==> config.mk <==
export PLATFORM = sky130hd
export DESIGN_NAME = vga_fetch
export DESIGN_NICKNAME = d
export VERILOG_FILES = /design/src/rtl/vga_pkg.sv /design/src/rtl/vga_fetch.sv
export SDC_FILE = /design/constraint.sdc
export NUM_CORES = 1
export LEC_CHECK = 0
export ABC_AREA = 1
export BUFFER_PORTS_ARGS = -buffer_cell sky130_fd_sc_hd__buf_2
export CAP_MARGIN = 20
export CORE_UTILIZATION = 25
export DETAILED_ROUTE_END_ITERATION = 10
export MAX_ROUTING_LAYER = met4
export PLACE_DENSITY_LB_ADDON = 0.15
export SYNTH_ARGS = -nofsm -noshare
export SYNTH_HDL_FRONTEND = slang
export SYNTH_SLANG_ARGS = --single-unit
==> constraint.sdc <==
create_clock -name clk_i -period 2.45 [get_ports clk_i]
set_input_delay 0.6125 -clock clk_i [delete_from_list [all_inputs] [get_ports clk_i]]
set_output_delay 0.6125 -clock clk_i [all_outputs]
set_load 0.05 [all_outputs]
==> src/rtl/vga_pkg.sv <==
package vga_pkg;

  // palette address width, one byte per pixel index.
  localparam int PAL_AW = 8;

  // pixels carried by one 32-bit video memory word.
  localparam int PIX_PER_WORD = 4;

  // 24-bit colour with red in the high byte.
  typedef logic [23:0] rgb_t;

  typedef enum logic [1:0] {
    ST_IDLE    = 2'h0,
    ST_BUS     = 2'h1,
    ST_PALETTE = 2'h2,
    ST_STORE   = 2'h3
  } fetch_state_e;

  // palette write word, the top byte is ignored.
  typedef struct packed {
    logic [7:0] unused;
    logic [7:0] red;
    logic [7:0] green;
    logic [7:0] blue;
  } colour_entry_t;

  // one Wishbone data word.
  // as video memory it holds four indices, quad[0] is the leftmost pixel in bits 31:24.
  // as a palette write it holds one colour entry.
  typedef union packed {
    logic [0:PIX_PER_WORD-1][PAL_AW-1:0] quad;
    colour_entry_t                       entry;
  } bus_word_t;

endpackage

==> src/rtl/vga_fetch.sv <==
`timescale 1ns/1ps

module vga_fetch #(
  parameter logic [31:0] VIDMEM   = 32'hc000_0000,
  parameter int          H_ACTIVE = 640,
  parameter int          V_ACTIVE = 480,
  localparam int         RW       = $clog2(V_ACTIVE),
  localparam int         LB_AW    = $clog2(H_ACTIVE / vga_pkg::PIX_PER_WORD)
) (
  input  logic                  clk_i,
  input  logic                  rst_i,
  input  logic                  line_start_i,
  input  logic [RW-1:0]         next_row_i,
  output logic [31:0]           master_adr_o,
  output logic                  master_cyc_o,
  input  vga_pkg::bus_word_t    master_dat_i,
  input  logic                  master_ack_i,
  output logic [0:vga_pkg::PIX_PER_WORD-1][vga_pkg::PAL_AW-1:0] pal_idx_o,
  output logic                  store_en_o,
  output logic [LB_AW-1:0]      store_addr_o
);

  import vga_pkg::*;

  localparam int LAST_COL = H_ACTIVE / PIX_PER_WORD - 1;

  fetch_state_e     state;
  logic [LB_AW-1:0] col;
  logic [31:0]      row_base;
  bus_word_t        idx_q;
  logic             col_last;

  assign col_last = (col == LB_AW'(LAST_COL));

  // ##########################################################
  // row fetch FSM
  // ##########################################################

  // one word per pass: bus until ack, then palette read, then store.
  always_ff @(posedge clk_i or posedge rst_i) begin
    if (rst_i) begin
      state    <= ST_IDLE;
      col      <= '0;
      row_base <= '0;
    end else begin
      case (state)
        ST_IDLE: begin
          if (line_start_i) begin
            state    <= ST_BUS;
            col      <= '0;
            row_base <= 32'(next_row_i) * 32'(H_ACTIVE);
          end
        end
        ST_BUS: begin
          if (master_ack_i) begin
            state <= ST_PALETTE;
          end
        end
        ST_PALETTE: begin
          state <= ST_STORE;
        end
        ST_STORE: begin
          if (col_last) begin
            state <= ST_IDLE;
          end else begin
            state <= ST_BUS;
            col   <= col + 1'b1;
          end
        end
        default: begin
          state <= ST_IDLE;
        end
      endcase
    end
  end

  // index bytes captured with the ack.
  always_ff @(posedge clk_i) begin
    if ((state == ST_BUS) && master_ack_i) begin
      idx_q <= master_dat_i;
    end
  end

  // ##########################################################
  // bus and store side
  // ##########################################################

  // address only moves in store, so it holds through a late ack.
  assign master_adr_o = VIDMEM + row_base + (32'(col) << 2);
  assign master_cyc_o = (state == ST_BUS);

  assign pal_idx_o    = idx_q.quad;
  assign store_en_o   = (state == ST_STORE);
  assign store_addr_o = col;

endmodule

# Word level (Yosys, flattened, before mapping)
# Index checks and enable logic that the tools add are counted.
# word_totals
ff_bits	54
# op_classes
reduce_logical	6
n_eq_ne	7
addsub	3
mux	7
n_mul	1
# ops
op	n
31-bit by 20-bit adder with 32-bit output, first input constant	1
32-bit by 10-bit adder with 32-bit output	1
8-bit two-way mux	2
8-bit one-hot mux with 2 select lines	1
9-bit by 3-bit multiplier with 12-bit output, second input constant	1
8-bit by 1-bit adder with 8-bit output, second input constant	1
8-bit equality test, second input constant	1
2-bit one-hot mux with 4 select lines	1
2-bit equality test, second input constant	2
2-bit two-way mux	2
2-bit != test, second input constant	2
2-bit AND reduction	2
3-bit AND reduction	1
2-bit by 1-bit equality test with 1-bit output, second input constant	1
2-bit logical NOT	1
2-bit by 1-bit != test with 1-bit output, second input constant	1
2-bit nonzero test	1
1-bit logical AND	1
1-bit two-way mux	1

# Depth between registers and ports, before layout
# depth
word_depth	3
mapped_depth	12
ltp_nobuf	12

# Least setup slack after synthesis
# Ideal clock, no wire load.
# synth_path
kind	register -> output
from	reg col[5] (netlist: store_addr_o[5])
to	out master_adr_o[19]
t_arrival_ns	2.860
n_path_buf	0
stages_incl_launch_ff	7
slack_ns	-1.023
cell_sequence	dfrtp_1 ha_1 fa_1 nand2_1 nand2_1 nand3_1 nor4_1
# synth_between
elab_chain_len	1
# synth_lines
element	line	rtl
start, declared	vga_fetch.sv:28	logic [LB_AW-1:0] col;
start signal, assigned	vga_fetch.sv:67	col <= col + 1'b1;
32-bit by 10-bit adder with 32-bit output	vga_fetch.sv:89	assign master_adr_o = VIDMEM + row_base + (32'(col) << 2);
end, declared	vga_fetch.sv:14	output logic [31:0] master_adr_o,
# Every way passes these cells.

# Worst setup path after layout
# layout_path
from	reg row_base[7]
to	out master_adr_o[15]
# layout_between
elab_chain_len	2
# layout_lines
element	line	rtl
start, declared	vga_fetch.sv:29	logic [31:0] row_base;
start signal, assigned	vga_fetch.sv:51	row_base <= 32'(next_row_i) * 32'(H_ACTIVE);
31-bit by 20-bit adder with 32-bit output	vga_fetch.sv:89	
32-bit by 10-bit adder with 32-bit output	vga_fetch.sv:89	
# Every way passes these cells.

==> load_flow_metrics.sql <==
INSERT INTO impl_metrics (metric_group, metric, value, unit) VALUES
('critical_path', 'slack_of_the_worst_reg_to_reg_path', '0.84', 'ns'),
('timing', 'final-max-slew-violation-count', '0', ''),
('critical_path', 'timing.critical_path.cells', 'ha_4, fa_2, nand2_2, nand2_4, nand3_4, nor2_4, xor2_4, buf_6', ''),
('power_and_ir_drop', 'p_total', '4.047', 'mW'),
('critical_path', 'timing.critical_path.slowest_cell_delay', '0.41', 'ns'),
('logic_synthesis', 'synth_top_area_frac', '0.3272', ''),
('floorplanning', 'starting_density_of_the_core', '0.2572', ''),
('route', 'vias_per_cell', '4.080', ''),
('critical_path', 'worstRegToRegCells', '7', ''),
('cells_and_area', 'synthToLayoutAreaGrowth', '34.51', '%'),
('clock_network', 'cts_root_buf', 'sky130_fd_sc_hd__clkbuf_16', ''),
('timing', 'timing.clock.skew', '0.004162', 'ns'),
('power_and_ir_drop', 'power.sequential.fraction', '0.340', ''),
('logic_synthesis', 'synth_sequential_area_ratio', '0.5147', ''),
('min_path', 'holdCritPathClass', 'in2async', ''),
('critical_path', 'slowest_cell_on_crit_path', 'sky130_fd_sc_hd__dfrtp_1', ''),
('timing', 'maximum_achievable_frequency', '398.5', 'MHz'),
('critical_path', 'worstSetupPathType', 'reg2out', ''),
('placed_design', 'place_congestion', '0.7817', ''),
('logic_synthesis', 'synth.ff_latch_count', '54', ''),
('floorplanning', 'cell_rows', '39', ''),
('clock_network', 'ctsHtreeMaxLevel', '2', ''),
('clock_network', 'clock_sink_count', '54', ''),
('cells_and_area', 'final_nets', '486', ''),
('floorplanning', 'core_area', '11420', 'sq um'),
('run_status', 'run_status', 'finished, violations left', ''),
('route', 'routed-via-count', '2289', ''),
('timing', 'grt_setup_unrepaired', 'yes', ''),
('placed_design', 'dp_hpwl', '5213', 'um'),
('timing', 'period_utilization_post_route', '1.024', ''),
('power_and_ir_drop', 'share_comb_of_total_power', '0.488', ''),
('timing', 'fin_crit', '2.509', 'ns'),
('route', 'drt-pass1-iter-count', '6', ''),
('cells_and_area', 'antenna_cells_inserted', '0', ''),
('logic_synthesis', 'yosys_most_used_dff', 'sky130_fd_sc_hd__edfxtp_1', ''),
('logic_synthesis', 'netlist_top_cells_area', 'sky130_fd_sc_hd__edfxtp_1 (33%), sky130_fd_sc_hd__dfrtp_1 (19%), sky130_fd_sc_hd__nand2_1 (11%), sky130_fd_sc_hd__ha_1 (9.4%), sky130_fd_sc_hd__buf_4 (4.9%)', ''),
('run_status', 'violations', 'negative setup slack', ''),
('clock_network', 'clk-insertion-delay-late', '0.29', 'ns'),
('power_and_ir_drop', 'power.density', '1024', 'nW/um^2'),
('global_routing', 'wire_length_of_the_first_global_routing_pass', '10190', 'um'),
('timing', 'setup_violations', '3', ''),
('floorplanning', 'die_w', '110.4', 'um'),
('logic_synthesis', 'edff_count_synth', '32', ''),
('logic_synthesis', 'synthDistinctLibCells', '27', ''),
('critical_path', 'setup.worst_path.start_class', 'register', ''),
('clock_network', 'ctsLongestPathBuffers', '2', ''),
('critical_path', 'cp_data_arrival_time', '1.90', 'ns'),
('route', 'ant_nets', '0', ''),
('critical_path', 'worst-endpoint-required', '1.84', 'ns'),
('route', 'drc', '0', ''),
('logic_synthesis', 'synth_top_area_cell', 'sky130_fd_sc_hd__edfxtp_1', ''),
('timing', 'timing.final.ws_setup', '-0.05938', 'ns'),
('route', 'drtIter0Drc', '99', ''),
('logic_synthesis', 'yosys-top-cells-count', 'sky130_fd_sc_hd__nand2_1 (87), sky130_fd_sc_hd__inv_1 (35), sky130_fd_sc_hd__edfxtp_1 (32)', ''),
('logic_synthesis', 'synthesis.yosys.warnings', '0', ''),
('flow_run', 'cap_violations', '0', ''),
('power_and_ir_drop', 'max-vdd-ir-drop', '0.3039', 'mV'),
('clock_network', 'cts_tree', 'yes', ''),
('timing', 'timing_hold_violations_final', '0', ''),
('critical_path', 'r2r-start', 'state[0]$_DFFE_PP0P_', ''),
('logic_synthesis', 'mappedNetlistArea', '2937', 'sq um'),
('power_and_ir_drop', 'p_leak', '1.948', 'nW'),
('logic_synthesis', 'post_synth_inst_count', '311', ''),
('power_and_ir_drop', 'p_int', '2.131', 'mW'),
('global_routing', 'first_global_vias', '2149', ''),
('critical_path', 'setup.worst_path.end_class', 'output port', ''),
('floorplanning', 'top_ports', '119', ''),
('power_and_ir_drop', 'clock_power_share', '0.172', ''),
('logic_synthesis', 'synth_async_sr_flop_share', '0.4074', ''),
('critical_path', 'worst_r2r_endpoint', 'store_addr_o[0]$_DFFE_PP0P_', ''),
('global_routing', 'grt_overflow', '0', '');
==> worst max-delay path, delay by kind of cell (launching register included) <==
family	cells	cell delay, ns
XOR/XNOR	1	0.17
adder cells (fa/ha/maj)	2	0.53
buffers and inverters	1	0.17
flip-flops	1	0.41
AND/OR/NAND/NOR	4	0.32
==> cell usage in the layout, fill, tap and decap left out, types with 3 or more instances in the layout <==
master | synthesis | final
sky130_fd_sc_hd__dfrtp_2 | 0 | 3
sky130_fd_sc_hd__xor2_2 | 0 | 5
sky130_fd_sc_hd__nand3_1 | 27 | 22
sky130_fd_sc_hd__dfrtp_1 | 22 | 19
sky130_fd_sc_hd__o21ai_0 | 15 | 15
sky130_fd_sc_hd__buf_4 | 19 | 7
sky130_fd_sc_hd__conb_1 | 2 | 14
sky130_fd_sc_hd__nand2_1 | 87 | 85
sky130_fd_sc_hd__buf_2 | 1 | 94
sky130_fd_sc_hd__or2_2 | 4 | 4
sky130_fd_sc_hd__edfxtp_1 | 32 | 32
sky130_fd_sc_hd__clkbuf_16 | 0 | 5
sky130_fd_sc_hd__a21oi_1 | 4 | 4
sky130_fd_sc_hd__nand3_2 | 2 | 6
sky130_fd_sc_hd__ha_1 | 22 | 20
sky130_fd_sc_hd__nor2_1 | 15 | 13
sky130_fd_sc_hd__inv_1 | 35 | 35
sky130_fd_sc_hd__buf_6 | 1 | 9
==> power by group through the flow <==
stage                     sequential (mW)  clock, mW  combinational, mW
after floorplan                      1.70          0               1.22
after global placement               1.39          0               1.87
after detailed placement             1.39          0               1.88
after CTS                            1.38      0.737               1.98
after global routing                 1.41      0.770               2.14
final                                1.38      0.695               1.98
==> registers in the layout (all words and copies together), names as in the netlist <==
signal        flops
state             2
store_addr_o      8
pal_idx_o        32
row_base         12
==> cells by family (layout without fill, tap and decap cells) <==
group	count (synthesis)	after routing	share of synthesized area
other	2	14	0.002557
xor gates and xnor gates	11	11	0.03281
and+or+nand+nor	142	142	0.2062
AOI/OAI and AO/OA	20	20	0.03451
buffers and inverters	58	153	0.1018
adders and majority gates	24	24	0.1074
DFF	54	54	0.5147
==> area by class of cell <==
| cell class | instances | area (sq um) |
|---|---|---|
| Clock buffer | 6 | 128.9 |
| Clock inverter | 2 | 15.01 |
| Fill cell | 1199 | 7468 |
| Inverter | 35 | 131.4 |
| Multi-Input combinational cell | 211 | 1356 |
| Sequential cell | 54 | 1515 |
| Tap cell | 143 | 178.9 |
| Timing Repair Buffer | 110 | 624.3 |
==> metal layers <==
layer	GRT usage	vias to the layer above	routed length, um	share of wire
li1	-	1178	-	-
met1	0.1355	1022	2964	0.45
met2	0.1859	85	3046	0.46
met3	0.02410	4	505	0.077
met4	0.03665	0	69	0.010
met5	-	-	0	0
==> metrics by stage <==
stage,utilization,worst slack [ns],cells,area (sq um),TNS (ns)
floorplan,-,-0.004268,323,3115,-0.004268
global placement,0.3220,0.08780,551,3677,0
detailed placement,0.3220,0.04601,551,3677,0
CTS,0.3443,-0.08747,560,3931,-0.2540
global route,0.3459,-0.1524,561,3950,-0.7274
finish,0.3459,-0.05938,561,3950,-0.1284
==> worst max-delay path by stage <==
stage | startpoint | cells past startpoint | to | slack [ns]
3_3_place_gp | store_addr_o[7]$_DFFE_PP0P_ | 7 | master_adr_o[17] | 0.09
3_5_place_dp | store_addr_o[7]$_DFFE_PP0P_ | 7 | master_adr_o[15] | 0.05
4_1_cts | row_base[7]$_DFFE_PP0P_ | 8 | master_adr_o[15] | -0.09
6_report | row_base[7]$_DFFE_PP0P_ | 8 | master_adr_o[15] | -0.06
5_1_grt | store_addr_o[5]$_DFFE_PP0P_ | 8 | master_adr_o[15] | -0.15
2_1_floorplan | store_addr_o[5]$_DFFE_PP0P_ | 3 | master_adr_o[9] | -0.004
==> what timing repair did <==
action	in CTS	in global routing
pin swaps	1	0
buffers inserted	1	1
cloned	0	0
endpoints found under the setup margin	10	10
resized for setup	26	4
hold endpoints to repair	0	0
hold buffers	0	0
(Power assumes the default switching activity.)
