$ cat config.mk
export PLATFORM = sky130hd
export DESIGN_NAME = vga_timing
export DESIGN_NICKNAME = d
export VERILOG_FILES = /design/src/rtl/vga_timing.sv
export SDC_FILE = /design/constraint.sdc
export NUM_CORES = 1
export LEC_CHECK = 0
export BUFFER_PORTS_ARGS = -buffer_cell sky130_fd_sc_hd__buf_2
export CORE_MARGIN = 5
export CORE_UTILIZATION = 45
export DETAILED_ROUTE_END_ITERATION = 8
export GPL_TIMING_DRIVEN = 0
export PLACE_DENSITY = 0.78
export SLEW_MARGIN = 20
export SYNTH_ARGS = -nofsm -noshare
export SYNTH_HDL_FRONTEND = slang
export SYNTH_SLANG_ARGS = --single-unit
$ cat constraint.sdc
create_clock -name clk_i -period 2.35 [get_ports clk_i]
set_clock_uncertainty 0.2 [all_clocks]
set_input_delay 0.47 -clock clk_i [delete_from_list [all_inputs] [get_ports clk_i]]
set_output_delay 0.47 -clock clk_i [all_outputs]
set_load 0.1 [all_outputs]
$ cat src/rtl/vga_timing.sv
`timescale 1ns/1ps

module vga_timing #(
  parameter int H_ACTIVE = 640,
  parameter int H_FRONT  = 16,
  parameter int H_SYNC   = 96,
  parameter int H_BACK   = 48,
  parameter int V_ACTIVE = 480,
  parameter int V_FRONT  = 10,
  parameter int V_SYNC   = 2,
  parameter int V_BACK   = 33,
  localparam int H_TOTAL = H_ACTIVE + H_FRONT + H_SYNC + H_BACK,
  localparam int V_TOTAL = V_ACTIVE + V_FRONT + V_SYNC + V_BACK,
  localparam int XW      = $clog2(H_TOTAL),
  localparam int YW      = $clog2(V_TOTAL),
  localparam int RW      = $clog2(V_ACTIVE)
) (
  input  logic          clk_i,
  input  logic          rst_i,
  output logic          hs_o,
  output logic          vs_o,
  output logic          active_o,
  output logic [XW-1:0] x_o,
  output logic [YW-1:0] y_o,
  output logic          line_start_o,
  output logic [RW-1:0] next_row_o
);

  localparam int HS_START = H_ACTIVE + H_FRONT;
  localparam int HS_END   = HS_START + H_SYNC;
  localparam int VS_START = V_ACTIVE + V_FRONT;
  localparam int VS_END   = VS_START + V_SYNC;

  logic [XW-1:0] x_q;
  logic [YW-1:0] y_q;
  logic          x_last;
  logic          y_last;

  assign x_last = (x_q == XW'(H_TOTAL - 1));
  assign y_last = (y_q == YW'(V_TOTAL - 1));

  always_ff @(posedge clk_i or posedge rst_i) begin
    if (rst_i) begin
      x_q <= '0;
      y_q <= '0;
    end else if (x_last) begin
      x_q <= '0;
      if (y_last) begin
        y_q <= '0;
      end else begin
        y_q <= y_q + 1'b1;
      end
    end else begin
      x_q <= x_q + 1'b1;
    end
  end

  assign x_o = x_q;
  assign y_o = y_q;

  // sync pulses are active low.
  assign hs_o     = !((x_q >= XW'(HS_START)) && (x_q < XW'(HS_END)));
  assign vs_o     = !((y_q >= YW'(VS_START)) && (y_q < YW'(VS_END)));
  assign active_o = (x_q < XW'(H_ACTIVE)) && (y_q < YW'(V_ACTIVE));

  // fetch strobe right after the last active pixel.
  // the last blank line requests row 0 for the coming frame.
  assign line_start_o = (x_q == XW'(H_ACTIVE)) && ((y_q < YW'(V_ACTIVE - 1)) || y_last);
  assign next_row_o   = y_last ? '0 : RW'(y_q + 1'b1);

endmodule

=== Word-level counts from Yosys, hierarchy flattened ===
Cells that the tools add are included.

* Bits of input ports: 2
* Bits in registers: 20
* Output and inout bits: 33
* Logic and storage cells: 24

* Order comparisons: 7
* Mux-type cells: 3
* $add $sub $neg: 2
* Eq/ne operators: 3
* Reduce and logical (&&, ||, !) cells: 7

{| class="wikitable"
|+ Operator list
! operator !! count
|-
| $eq A10 B10 Y1 const B || 3
|-
| $lt A10 B9 Y1 const B || 3
|-
| $add A10 B1 Y10 const B || 2
|-
| $lt A10 B10 Y1 const B || 2
|-
| $mux W10 || 2
|-
| $ge A10 B10 Y1 const B || 1
|-
| $ge A10 B9 Y1 const B || 1
|-
| $mux W9 || 1
|-
| $logic_and A1 B1 Y1 || 4
|-
| $logic_not A1 Y1 || 2
|-
| $logic_or A1 B1 Y1 || 1
|}

=== Longest topological paths before layout ===
Gate-level depths: netlist of run 1.

* Depth after elaboration: 3
* Gate-level depth with buffers: 7
* Mapped depth without buffers: 6

=== Least setup slack after synthesis of run 1 ===
No wires, ideal clock.

* Path type: reg2out
* Start: reg y_q[0], in the netlist y_o[0]
* End: out line_start_o
* Arrival: 3.453 ns
* Path buffers: 1
* Cell stages (with the launch flop): 8
* Path slack: -1.773 ns
* Data required time: 1.680 ns
* Cell sequence: dfrtp_1 > inv_1 > ha_1 > and4bb_1 > and4_1 > buf_6 > a21oi_1 > nor4_2

* Longest elaborated chain between the ends: 3
* Elaborated cells on any way between the ends: 4
* Classes of those cells: order compare (1); eq/ne (1); reduce/logical (2)

{| class="wikitable"
|+ RTL lines
! what !! line !! text
|-
| start: declaration || 35 || <nowiki>logic [YW-1:0] y_q;</nowiki>
|-
| start signal: assignment || 51 || <nowiki>y_q <= y_q + 1'b1;</nowiki>
|-
| $lt A10 B9 Y1 / $eq A10 B10 Y1 (equally long branches) || 68, 40 ||
|-
| $logic_or A1 B1 Y1 * || 68 || <nowiki>assign line_start_o = (x_q == XW'(H_ACTIVE)) && ((y_q < YW'(V_ACTIVE - 1)) || y_last);</nowiki>
|-
| $logic_and A1 B1 Y1 * || 68 ||
|-
| end: declaration || 25 || <nowiki>output logic line_start_o,</nowiki>
|}

Mark *: on every way between the ends. The rest lies on a longest branch, timed or not.

=== Final worst setup path of run 1 ===
* Start: reg y_q[1], in the netlist y_o[1]
* End: out line_start_o

Same word-level chain as after synthesis.

==> results of run 1 <==
cells in the final DEF (no fill, tap or decap), types with 2 or more instances in the layout:
| master | Yosys | layout |
|---|---|---|
| and4_4 | 1 | 2 |
| buf_4 | 0 | 21 |
| buf_6 | 2 | 8 |
| xnor2_4 | 0 | 2 |
| clkbuf_4 | 0 | 3 |
| inv_1 | 10 | 8 |
| clkbuf_8 | 0 | 2 |
| nor2b_1 | 3 | 3 |
| ha_1 | 5 | 2 |
| xnor2_1 | 8 | 5 |
| nor2_1 | 15 | 10 |
| o21ai_1 | 5 | 6 |
| a22o_1 | 4 | 4 |
| or3_1 | 2 | 2 |
| dfrtp_4 | 0 | 9 |
| a31oi_1 | 2 | 2 |
| o21ai_0 | 4 | 3 |
| a21oi_4 | 0 | 2 |
| dfrtp_2 | 0 | 9 |
| ha_4 | 0 | 2 |
| xor2_1 | 5 | 4 |
| nor3_1 | 2 | 2 |
| nand4_1 | 6 | 6 |
| nand2_1 | 4 | 2 |
| nor2_4 | 0 | 6 |
| inv_4 | 0 | 2 |
| and4bb_1 | 2 | 2 |
| nand3_1 | 11 | 11 |
| buf_2 | 3 | 21 |
| dfrtp_1 | 20 | 2 |
| buf_12 | 0 | 9 |
worst max path at each step:
stage | slack [ns] | endpoint | cells past startpoint
2_1_floorplan | -0.76 | line_start_o | 7
3_3_place_gp | -0.23 | line_start_o | 8
3_5_place_dp | -0.25 | line_start_o | 8
4_1_cts | -0.34 | line_start_o | 8
5_1_grt | -0.44 | line_start_o | 8
6_report | -0.34 | line_start_o | 8
timing repair:
action	in CTS	in global routing
setup buffers	17	7
endpoints found under the setup margin	13	13
hold buffers	0	0
pin swaps	9	4
endpoints found under the hold margin	0	0
resized for setup	51	7
cells by family after synthesis:
group	after synthesis	synth area share, %
AOI/OAI and AO/OA	24	12.7
xor gates and xnor gates	13	8.85
adders and majority gates	5	4.86
buffers and inverters	17	6.42
DFF	20	38.9
muxes	1	0.778
and+or+nand+nor	59	27.4
stage by stage:
step / area, um2 / hold slack, ns / setup WS, ns / util, %
after global routing: 2100 / 0.149 / -0.435 / 76.1
final: 2100 / 0.0795 / -0.337 / 76.1
after global placement: 1710 / 0.280 / -0.228 / 61.9
after CTS: 2030 / 0.111 / -0.338 / 73.5
after floorplan: 1500 / 0.233 / -0.755 / -
after detailed placement: 1710 / 0.297 / -0.251 / 61.9
sequential cells by signal (all words and copies together), names as in the netlist:
signal	flops
x_o	10
y_o	10
per-layer routing:
metal | vias up | share of wire (%) | wire length, um | GRT usage (%)
met4 | 0 | 1.7 | 65 | 8.57
li1 | 607 | - | - | -
met1 | 606 | 43 | 1630 | 24.7
met5 | - | 0 | 0 | 0
met3 | 8 | 4.0 | 152 | 4.44
met2 | 33 | 51 | 1930 | 32.5
final cells by class:
class	instances	area share, %
clock buffer	4	1.73
timing repair buffer	57	24.3
inverter	10	2.03
buffer	3	1.73
tap	31	1.85
sequential	20	26.0
multi-input combinational	102	42.4
where the power goes:
group	internal (mW)	leakage, nW	total [mW]	switching, mW
clock	0.0947	0.0210	0.205	0.110
sequential	0.344	0.237	0.344	0
combinational	0.000669	0.683	0.00745	0.00678
total	0.439	0.940	0.556	0.117
==> impl_metrics.toml, run 1 <==
[yosys]
synth_edf_count = 0
ys_ff_latch = 20
synth-async-reset-ratio_pct = 100
syn_area_mm2 = 0.00129
synth_nets = 146
syn_inst = 139
ys_warn_count = 0
yosys-top-cells-area = "dfrtp_1 (39%), xnor2_1 (5.4%), ha_1 (4.9%)"
synth_largest_area_cell = "dfrtp_1"
avgSynthCellArea_um2 = 9.25
ys_types = 41
synth_most_common_cell = "dfrtp_1"
yosysTopAreaCellShare_pct = 38.9
ys_seq_area_share_pct = 38.9
synthFlopType = "dfrtp_1"
synthTopCellsByCount = "dfrtp_1 (20), nor2_1 (15), nand3_1 (11)"

[run_status]
violations = "negative setup slack"
status = "finished with violations"

[cts]
cts_sinks = 20
clock_path_buffers = 2
cts_tree = "done"
cts_inserted_buffers = 3
insertion_delay_ns = 0.31
cts_root_buf = "clkbuf_4"
htreeDepth = 1
clk_pin_slew_worst_paths_ns = 0.11

[worst_setup_path]
crit_buf_inv = 3
path_class = "flop to output port"
rr_startpoint = "y_o[1]"
worst_path_largest_cell_delay_ns = 0.53
cp_cell_sequence = "inv_4 -> ha_4 -> and4bb_1 -> and4_1 -> buf_6 -> a21oi_4 -> nor4_4 -> buf_6"
reg2regPathDepth = 11
critPathLaunch = "y_o[1]"
path_common_cell = "buf_6"
cp.arrival_ns = 2.02
rr_endpoint = "y_o[2]"
cp.required_ns = 1.68
end_kind = "output port"
cpMaxStageDelayCell = "dfrtp_4"
path_max_fanout = 5
r2r_slack_ns = 0.08
critical-path-top-delay-family = "simple AND/OR/NAND/NOR gates"
start_kind = "flop"

[final_layout]
fillers = 177
area_growth_pct = 63.2
n_antenna_cell = 0
stdcell_count = 227
nets = 204
multiInputGateArea_um2 = 890
regArea_um2 = 546
drive_gt1_share_pct = 57.1

[sta]
worst_pin_slew_ns = 0.776
period_needed_ns = 2.69
setup_tns_ns = -2.19
maxSlewViolCount = 0
hold_viol = 0
setup_ws_ns = -0.337
fmax_ghz = 0.372
rsz0062_at_grt = "true"
slew_headroom_pct = 48.2
timing.final.crit_share_pct = 114
setup_violations = 10

[route]
drt_iter0_markers = 64
viasPerCell = 5.52
wl_per_cell_um = 16.6
first_pass_iters = 4
antenna_left = 0
wirelength_um = 3780
vias = 1254
post-route-drc-count = 0

[placed_design]
gp_congestion = 0.909
place_inst = 204
port_buffers = 34
dp_hpwl_um = 2340

[hold_path]
hold_path.class = "input port to async pin"

[run]
max_cap_violations = 0

[grt]
grt-ovfl-total = 0
grt_pass1_vias = 1290
grt_antenna_before_repair = 0
grt_first_pass_wirelength_um = 6330
track_usage_pct = 19.8
grt_max_degree = 21

[pwr]
power.total_mw = 0.556
vdd_drop_max_mv = 0.407
power_leakage_nw = 0.940
powerDensity_mw_per_mm2 = 265

[floorplanning]
boundaryPins = 35
die_y_um = 63.5
rows = 19
design.die.area_mm2 = 0.00403
die_x_um = 63.5
fp.coreArea_mm2 = 0.00276
floorplan.initialDensity_pct = 46.6
Note: power is estimated with default switching activity, not from simulation.
==> run 2, diff against run 1 <==
Settings changed: SKIP_CTS_REPAIR_TIMING set to 1.
==> impl_metrics.toml, run 2 (synthesis results as in run 1) <==
[final_layout]
area_growth_pct = 59.9
n_antenna_cell = 0
final_cell_mix = "buf_2 (21), buf_4 (18), nand3_1 (11)"
fillers = 192
layout_commonest_cell = "buf_2"
drive_gt1_share_pct = 55.7
final_util_pct = 74.6
multiInputGateArea_um2 = 872
nets = 200
regArea_um2 = 546

[grt]
grt_antenna_before_repair = 0
grt_first_pass_wirelength_um = 5510
track_usage_pct = 16.8
grt_max_degree = 21
grt_pass1_vias = 1128
grt-ovfl-total = 0

[cts]
htreeDepth = 1
cts_inserted_buffers = 3
cts_sinks = 20
clock_path_buffers = 2
cts_tree = "done"
cts_root_buf = "clkbuf_4"
insertion_delay_ns = 0.31
clk_pin_slew_worst_paths_ns = 0.12

[floorplanning]
die_x_um = 63.5
boundaryPins = 35
die_y_um = 63.5
design.die.area_mm2 = 0.00403
rows = 19
fp.coreArea_mm2 = 0.00276
floorplan.initialDensity_pct = 46.6

[pwr]
vdd_drop_max_mv = 0.378
power.total_mw = 0.558
powerDensity_mw_per_mm2 = 271
power_leakage_nw = 0.924

[route]
wl_per_cell_um = 16.1
first_pass_iters = 4
wirelength_um = 3600
vias = 1278
antenna_left = 0
post-route-drc-count = 0
viasPerCell = 5.73
drt_iter0_markers = 66

[run]
max_cap_violations = 0

[worst_setup_path]
critPathLaunch = "y_o[1]"
cp_cell_sequence = "inv_4 -> ha_4 -> and4bb_1 -> and4_1 -> buf_6 -> a21oi_4 -> nor4_4 -> buf_6"
end_kind = "output port"
worst_path_largest_cell_delay_ns = 0.53
cp.arrival_ns = 2.05
path_max_fanout = 8
path_class = "flop to output port"
path_common_cell = "buf_6"
reg2regPathDepth = 7
start_kind = "flop"
cpMaxStageDelayCell = "dfrtp_4"
rr_startpoint = "y_o[1]"
cp.required_ns = 1.68

[run_status]
violations = "negative setup slack"
status = "finished with violations"

[sta]
rsz0062_at_grt = "true"
worst_pin_slew_ns = 0.789
fmax_ghz = 0.367
timing.final.crit_share_pct = 116
period_needed_ns = 2.72
setup_ws_ns = -0.374
setup_violations = 11
setup_tns_ns = -2.14
maxSlewViolCount = 0
slew_headroom_pct = 47.3
hold_viol = 0

[placed_design]
gp_congestion = 0.909
dp_hpwl_um = 2340
port_buffers = 34

[hold_path]
hold_path.class = "input port to async pin"
run 2: cell count changes in the layout (fill, tap and decap cells not counted), sizes merged:
cell,change
buf,-4
run 2: power breakdown:
part           internal (mW)  total, mW  leakage, nW  switching [mW]
Clock                 0.0947      0.207       0.0210           0.112
Sequential             0.344      0.344        0.237               0
Combinational       0.000669    0.00755        0.666         0.00688
run 2: area by class of cell:
type                    instances  area share, %
plain buffers                   3           1.76
clock buffers                   4           1.76
inverters                      10           2.07
multi-input cells             102           42.4
flip-flops and latches         20           26.5
well taps                      31           1.89
repair buffers                 53           23.6
run 2: worst max-delay path: cells and delay by family (launching register included):
kind,cells,cell delay [ns]
simple gates,3,0.56
flops,1,0.53
fa+ha+maj,1,0.12
compound gates,1,0.05
buf+inv,3,0.49
run 2: path summary, 6_finish.rpt:
kind,slack (ns),to
hold / removal,0.09,y_o[2]
min in group clk_i,0.31,x_o[0]
setup reg to reg,0.34,y_o[8]
setup / recovery,-0.37,line_start_o
max in group asynchronous,1.29,x_o[7]
hold reg to reg,0.31,x_o[0]
run 2: routing by layer:
layer	global-route usage (%)	vias up	part of all wire, %
met5	0	-	0
met4	6.23	0	2.3
met3	4.62	10	3.6
met2	25.6	29	50
met1	22.6	639	44
li1	-	600	-
run 2: per-stage QoR:
stage | hold WS [ns] | setup slack (ns) | cell area [um2] | cells
4_1_cts | 0.111 | -0.608 | 1740 | 208
3_5_place_dp | 0.297 | -0.251 | 1710 | 204
3_3_place_gp | 0.280 | -0.228 | 1710 | 204
6_report | 0.0851 | -0.374 | 2060 | 223
2_1_floorplan | 0.233 | -0.755 | 1500 | 139
5_1_grt | 0.149 | -0.481 | 2060 | 223
==> run 3, diff against run 2 <==
Settings changed: PLACE_DENSITY 0.78 to 0.68, SKIP_LAST_GASP set to 1.
==> impl_metrics.toml, run 3 (synthesis results as in run 1) <==
[run_status]
status = "finished with violations"
violations = "negative setup slack"

[worst_setup_path]
path_class = "flop to output port"
crit_buf_inv = 3
worst_path_largest_cell_delay_ns = 0.54
cp.arrival_ns = 2.03
critical-path-top-delay-family = "simple AND/OR/NAND/NOR gates"
reg2regPathDepth = 7
rr_startpoint = "y_o[1]"
cp_cell_sequence = "inv_4 -> ha_4 -> and4bb_1 -> and4_4 -> buf_8 -> a21oi_4 -> nor4_4 -> buf_6"
cp_num_cells = 8
r2r_slack_ns = 0.29
path_max_fanout = 6
cpMaxStageDelayCell = "dfrtp_4"
start_kind = "flop"
end_kind = "output port"
cp.required_ns = 1.68
rr_endpoint = "y_o[8]"

[route]
first_pass_iters = 4
drt_iter0_markers = 41
wl_per_cell_um = 15.5
post-route-drc-count = 0
vias = 1257
antenna_left = 0
wirelength_um = 3400
viasPerCell = 5.71

[final_layout]
multiInputGateArea_um2 = 876
n_antenna_cell = 0
drive_gt1_share_pct = 54.5
layout_commonest_cell = "buf_2"
nets = 197
final_cell_mix = "buf_2 (22), buf_4 (14), nand3_1 (11)"
fillers = 189
finish.instance_area_mm2 = 0.00201
regArea_um2 = 546
area_growth_pct = 56.4

[sta]
timing.final.crit_share_pct = 115
slew_headroom_pct = 48.5
fmax_ghz = 0.370
hold_viol = 0
period_needed_ns = 2.70
setup_ws_ns = -0.351
rsz0062_at_grt = "true"
holdWs_ns = 0.0811
worst_pin_slew_ns = 0.772
maxSlewViolCount = 0
setup_tns_ns = -2.11
setup_violations = 10

[grt]
grt_first_pass_wirelength_um = 5480
track_usage_pct = 16.4
grt_pass1_vias = 1142
grt-ovfl-total = 0
grt_antenna_before_repair = 0
grt_max_degree = 21

[cts]
clock_path_buffers = 2
cts_root_buf = "clkbuf_4"
cts_tree = "done"
cts_inserted_buffers = 3
htreeDepth = 1
cts_sinks = 20
insertion_delay_ns = 0.31
clk_pin_slew_worst_paths_ns = 0.13

[placed_design]
gp_congestion = 0.805
dp_slack_ns = -0.253
port_buffers = 34
dp_hpwl_um = 2370
dpl_cell_area_mm2 = 0.00171

[floorplanning]
fp.coreArea_mm2 = 0.00276
boundaryPins = 35
die_y_um = 63.5
die_x_um = 63.5
design.die.area_mm2 = 0.00403
floorplan.initialDensity_pct = 46.6
rows = 19

[pwr]
powerDensity_mw_per_mm2 = 261
power.total_mw = 0.526
power_leakage_nw = 0.898
vdd_drop_max_mv = 0.179

[run]
max_cap_violations = 0

[hold_path]
hold_path.class = "input port to async pin"
run 3: cell count changes in the layout (fill, tap and decap cells not counted), moves of 2 or more:
| cell | before | now |
|---|---|---|
| o21ai_1 | 7 | 5 |
| o21ai_0 | 2 | 4 |
| buf_12 | 10 | 8 |
| buf_8 | 0 | 2 |
| buf_4 | 18 | 14 |
run 3: stage by stage:
stage	instances	utilization, %
after floorplan	139	-
after global placement	204	61.9
after detailed placement	204	61.9
after CTS	208	62.9
after global routing	220	73.0
final	220	73.0
run 3: layout make-up:
cell class	count	area share (%)
Multi-Input combinational cell	102	43.5
Sequential cell	20	27.1
Timing Repair Buffer	50	22.0
Inverter	10	2.11
Buffer	3	1.99
Tap cell	31	1.93
Clock buffer	4	1.31
run 3: worst max path at each step:
stage / end / slack [ns] / from
after floorplan: line_start_o / -0.76 / y_o[0]
after global placement: line_start_o / -0.23 / y_o[0]
after detailed placement: line_start_o / -0.25 / y_o[7]
after CTS: line_start_o / -0.62 / y_o[7]
after global routing: line_start_o / -0.46 / y_o[0]
final: line_start_o / -0.35 / y_o[1]
run 3: per-layer routing:
metal	global-route usage, %	part of all wire, %	vias up
met3	2.49	6.0	4
li1	-	-	592
met2	27.4	52	48
met4	4.94	1.2	0
met5	0	0	-
met1	21.6	40	613
run 3: power breakdown:
group / internal (mW) / switching (mW)
logic: 0.000668 / 0.00674
clock network: 0.0660 / 0.108
registers: 0.344 / 0
total: 0.410 / 0.115
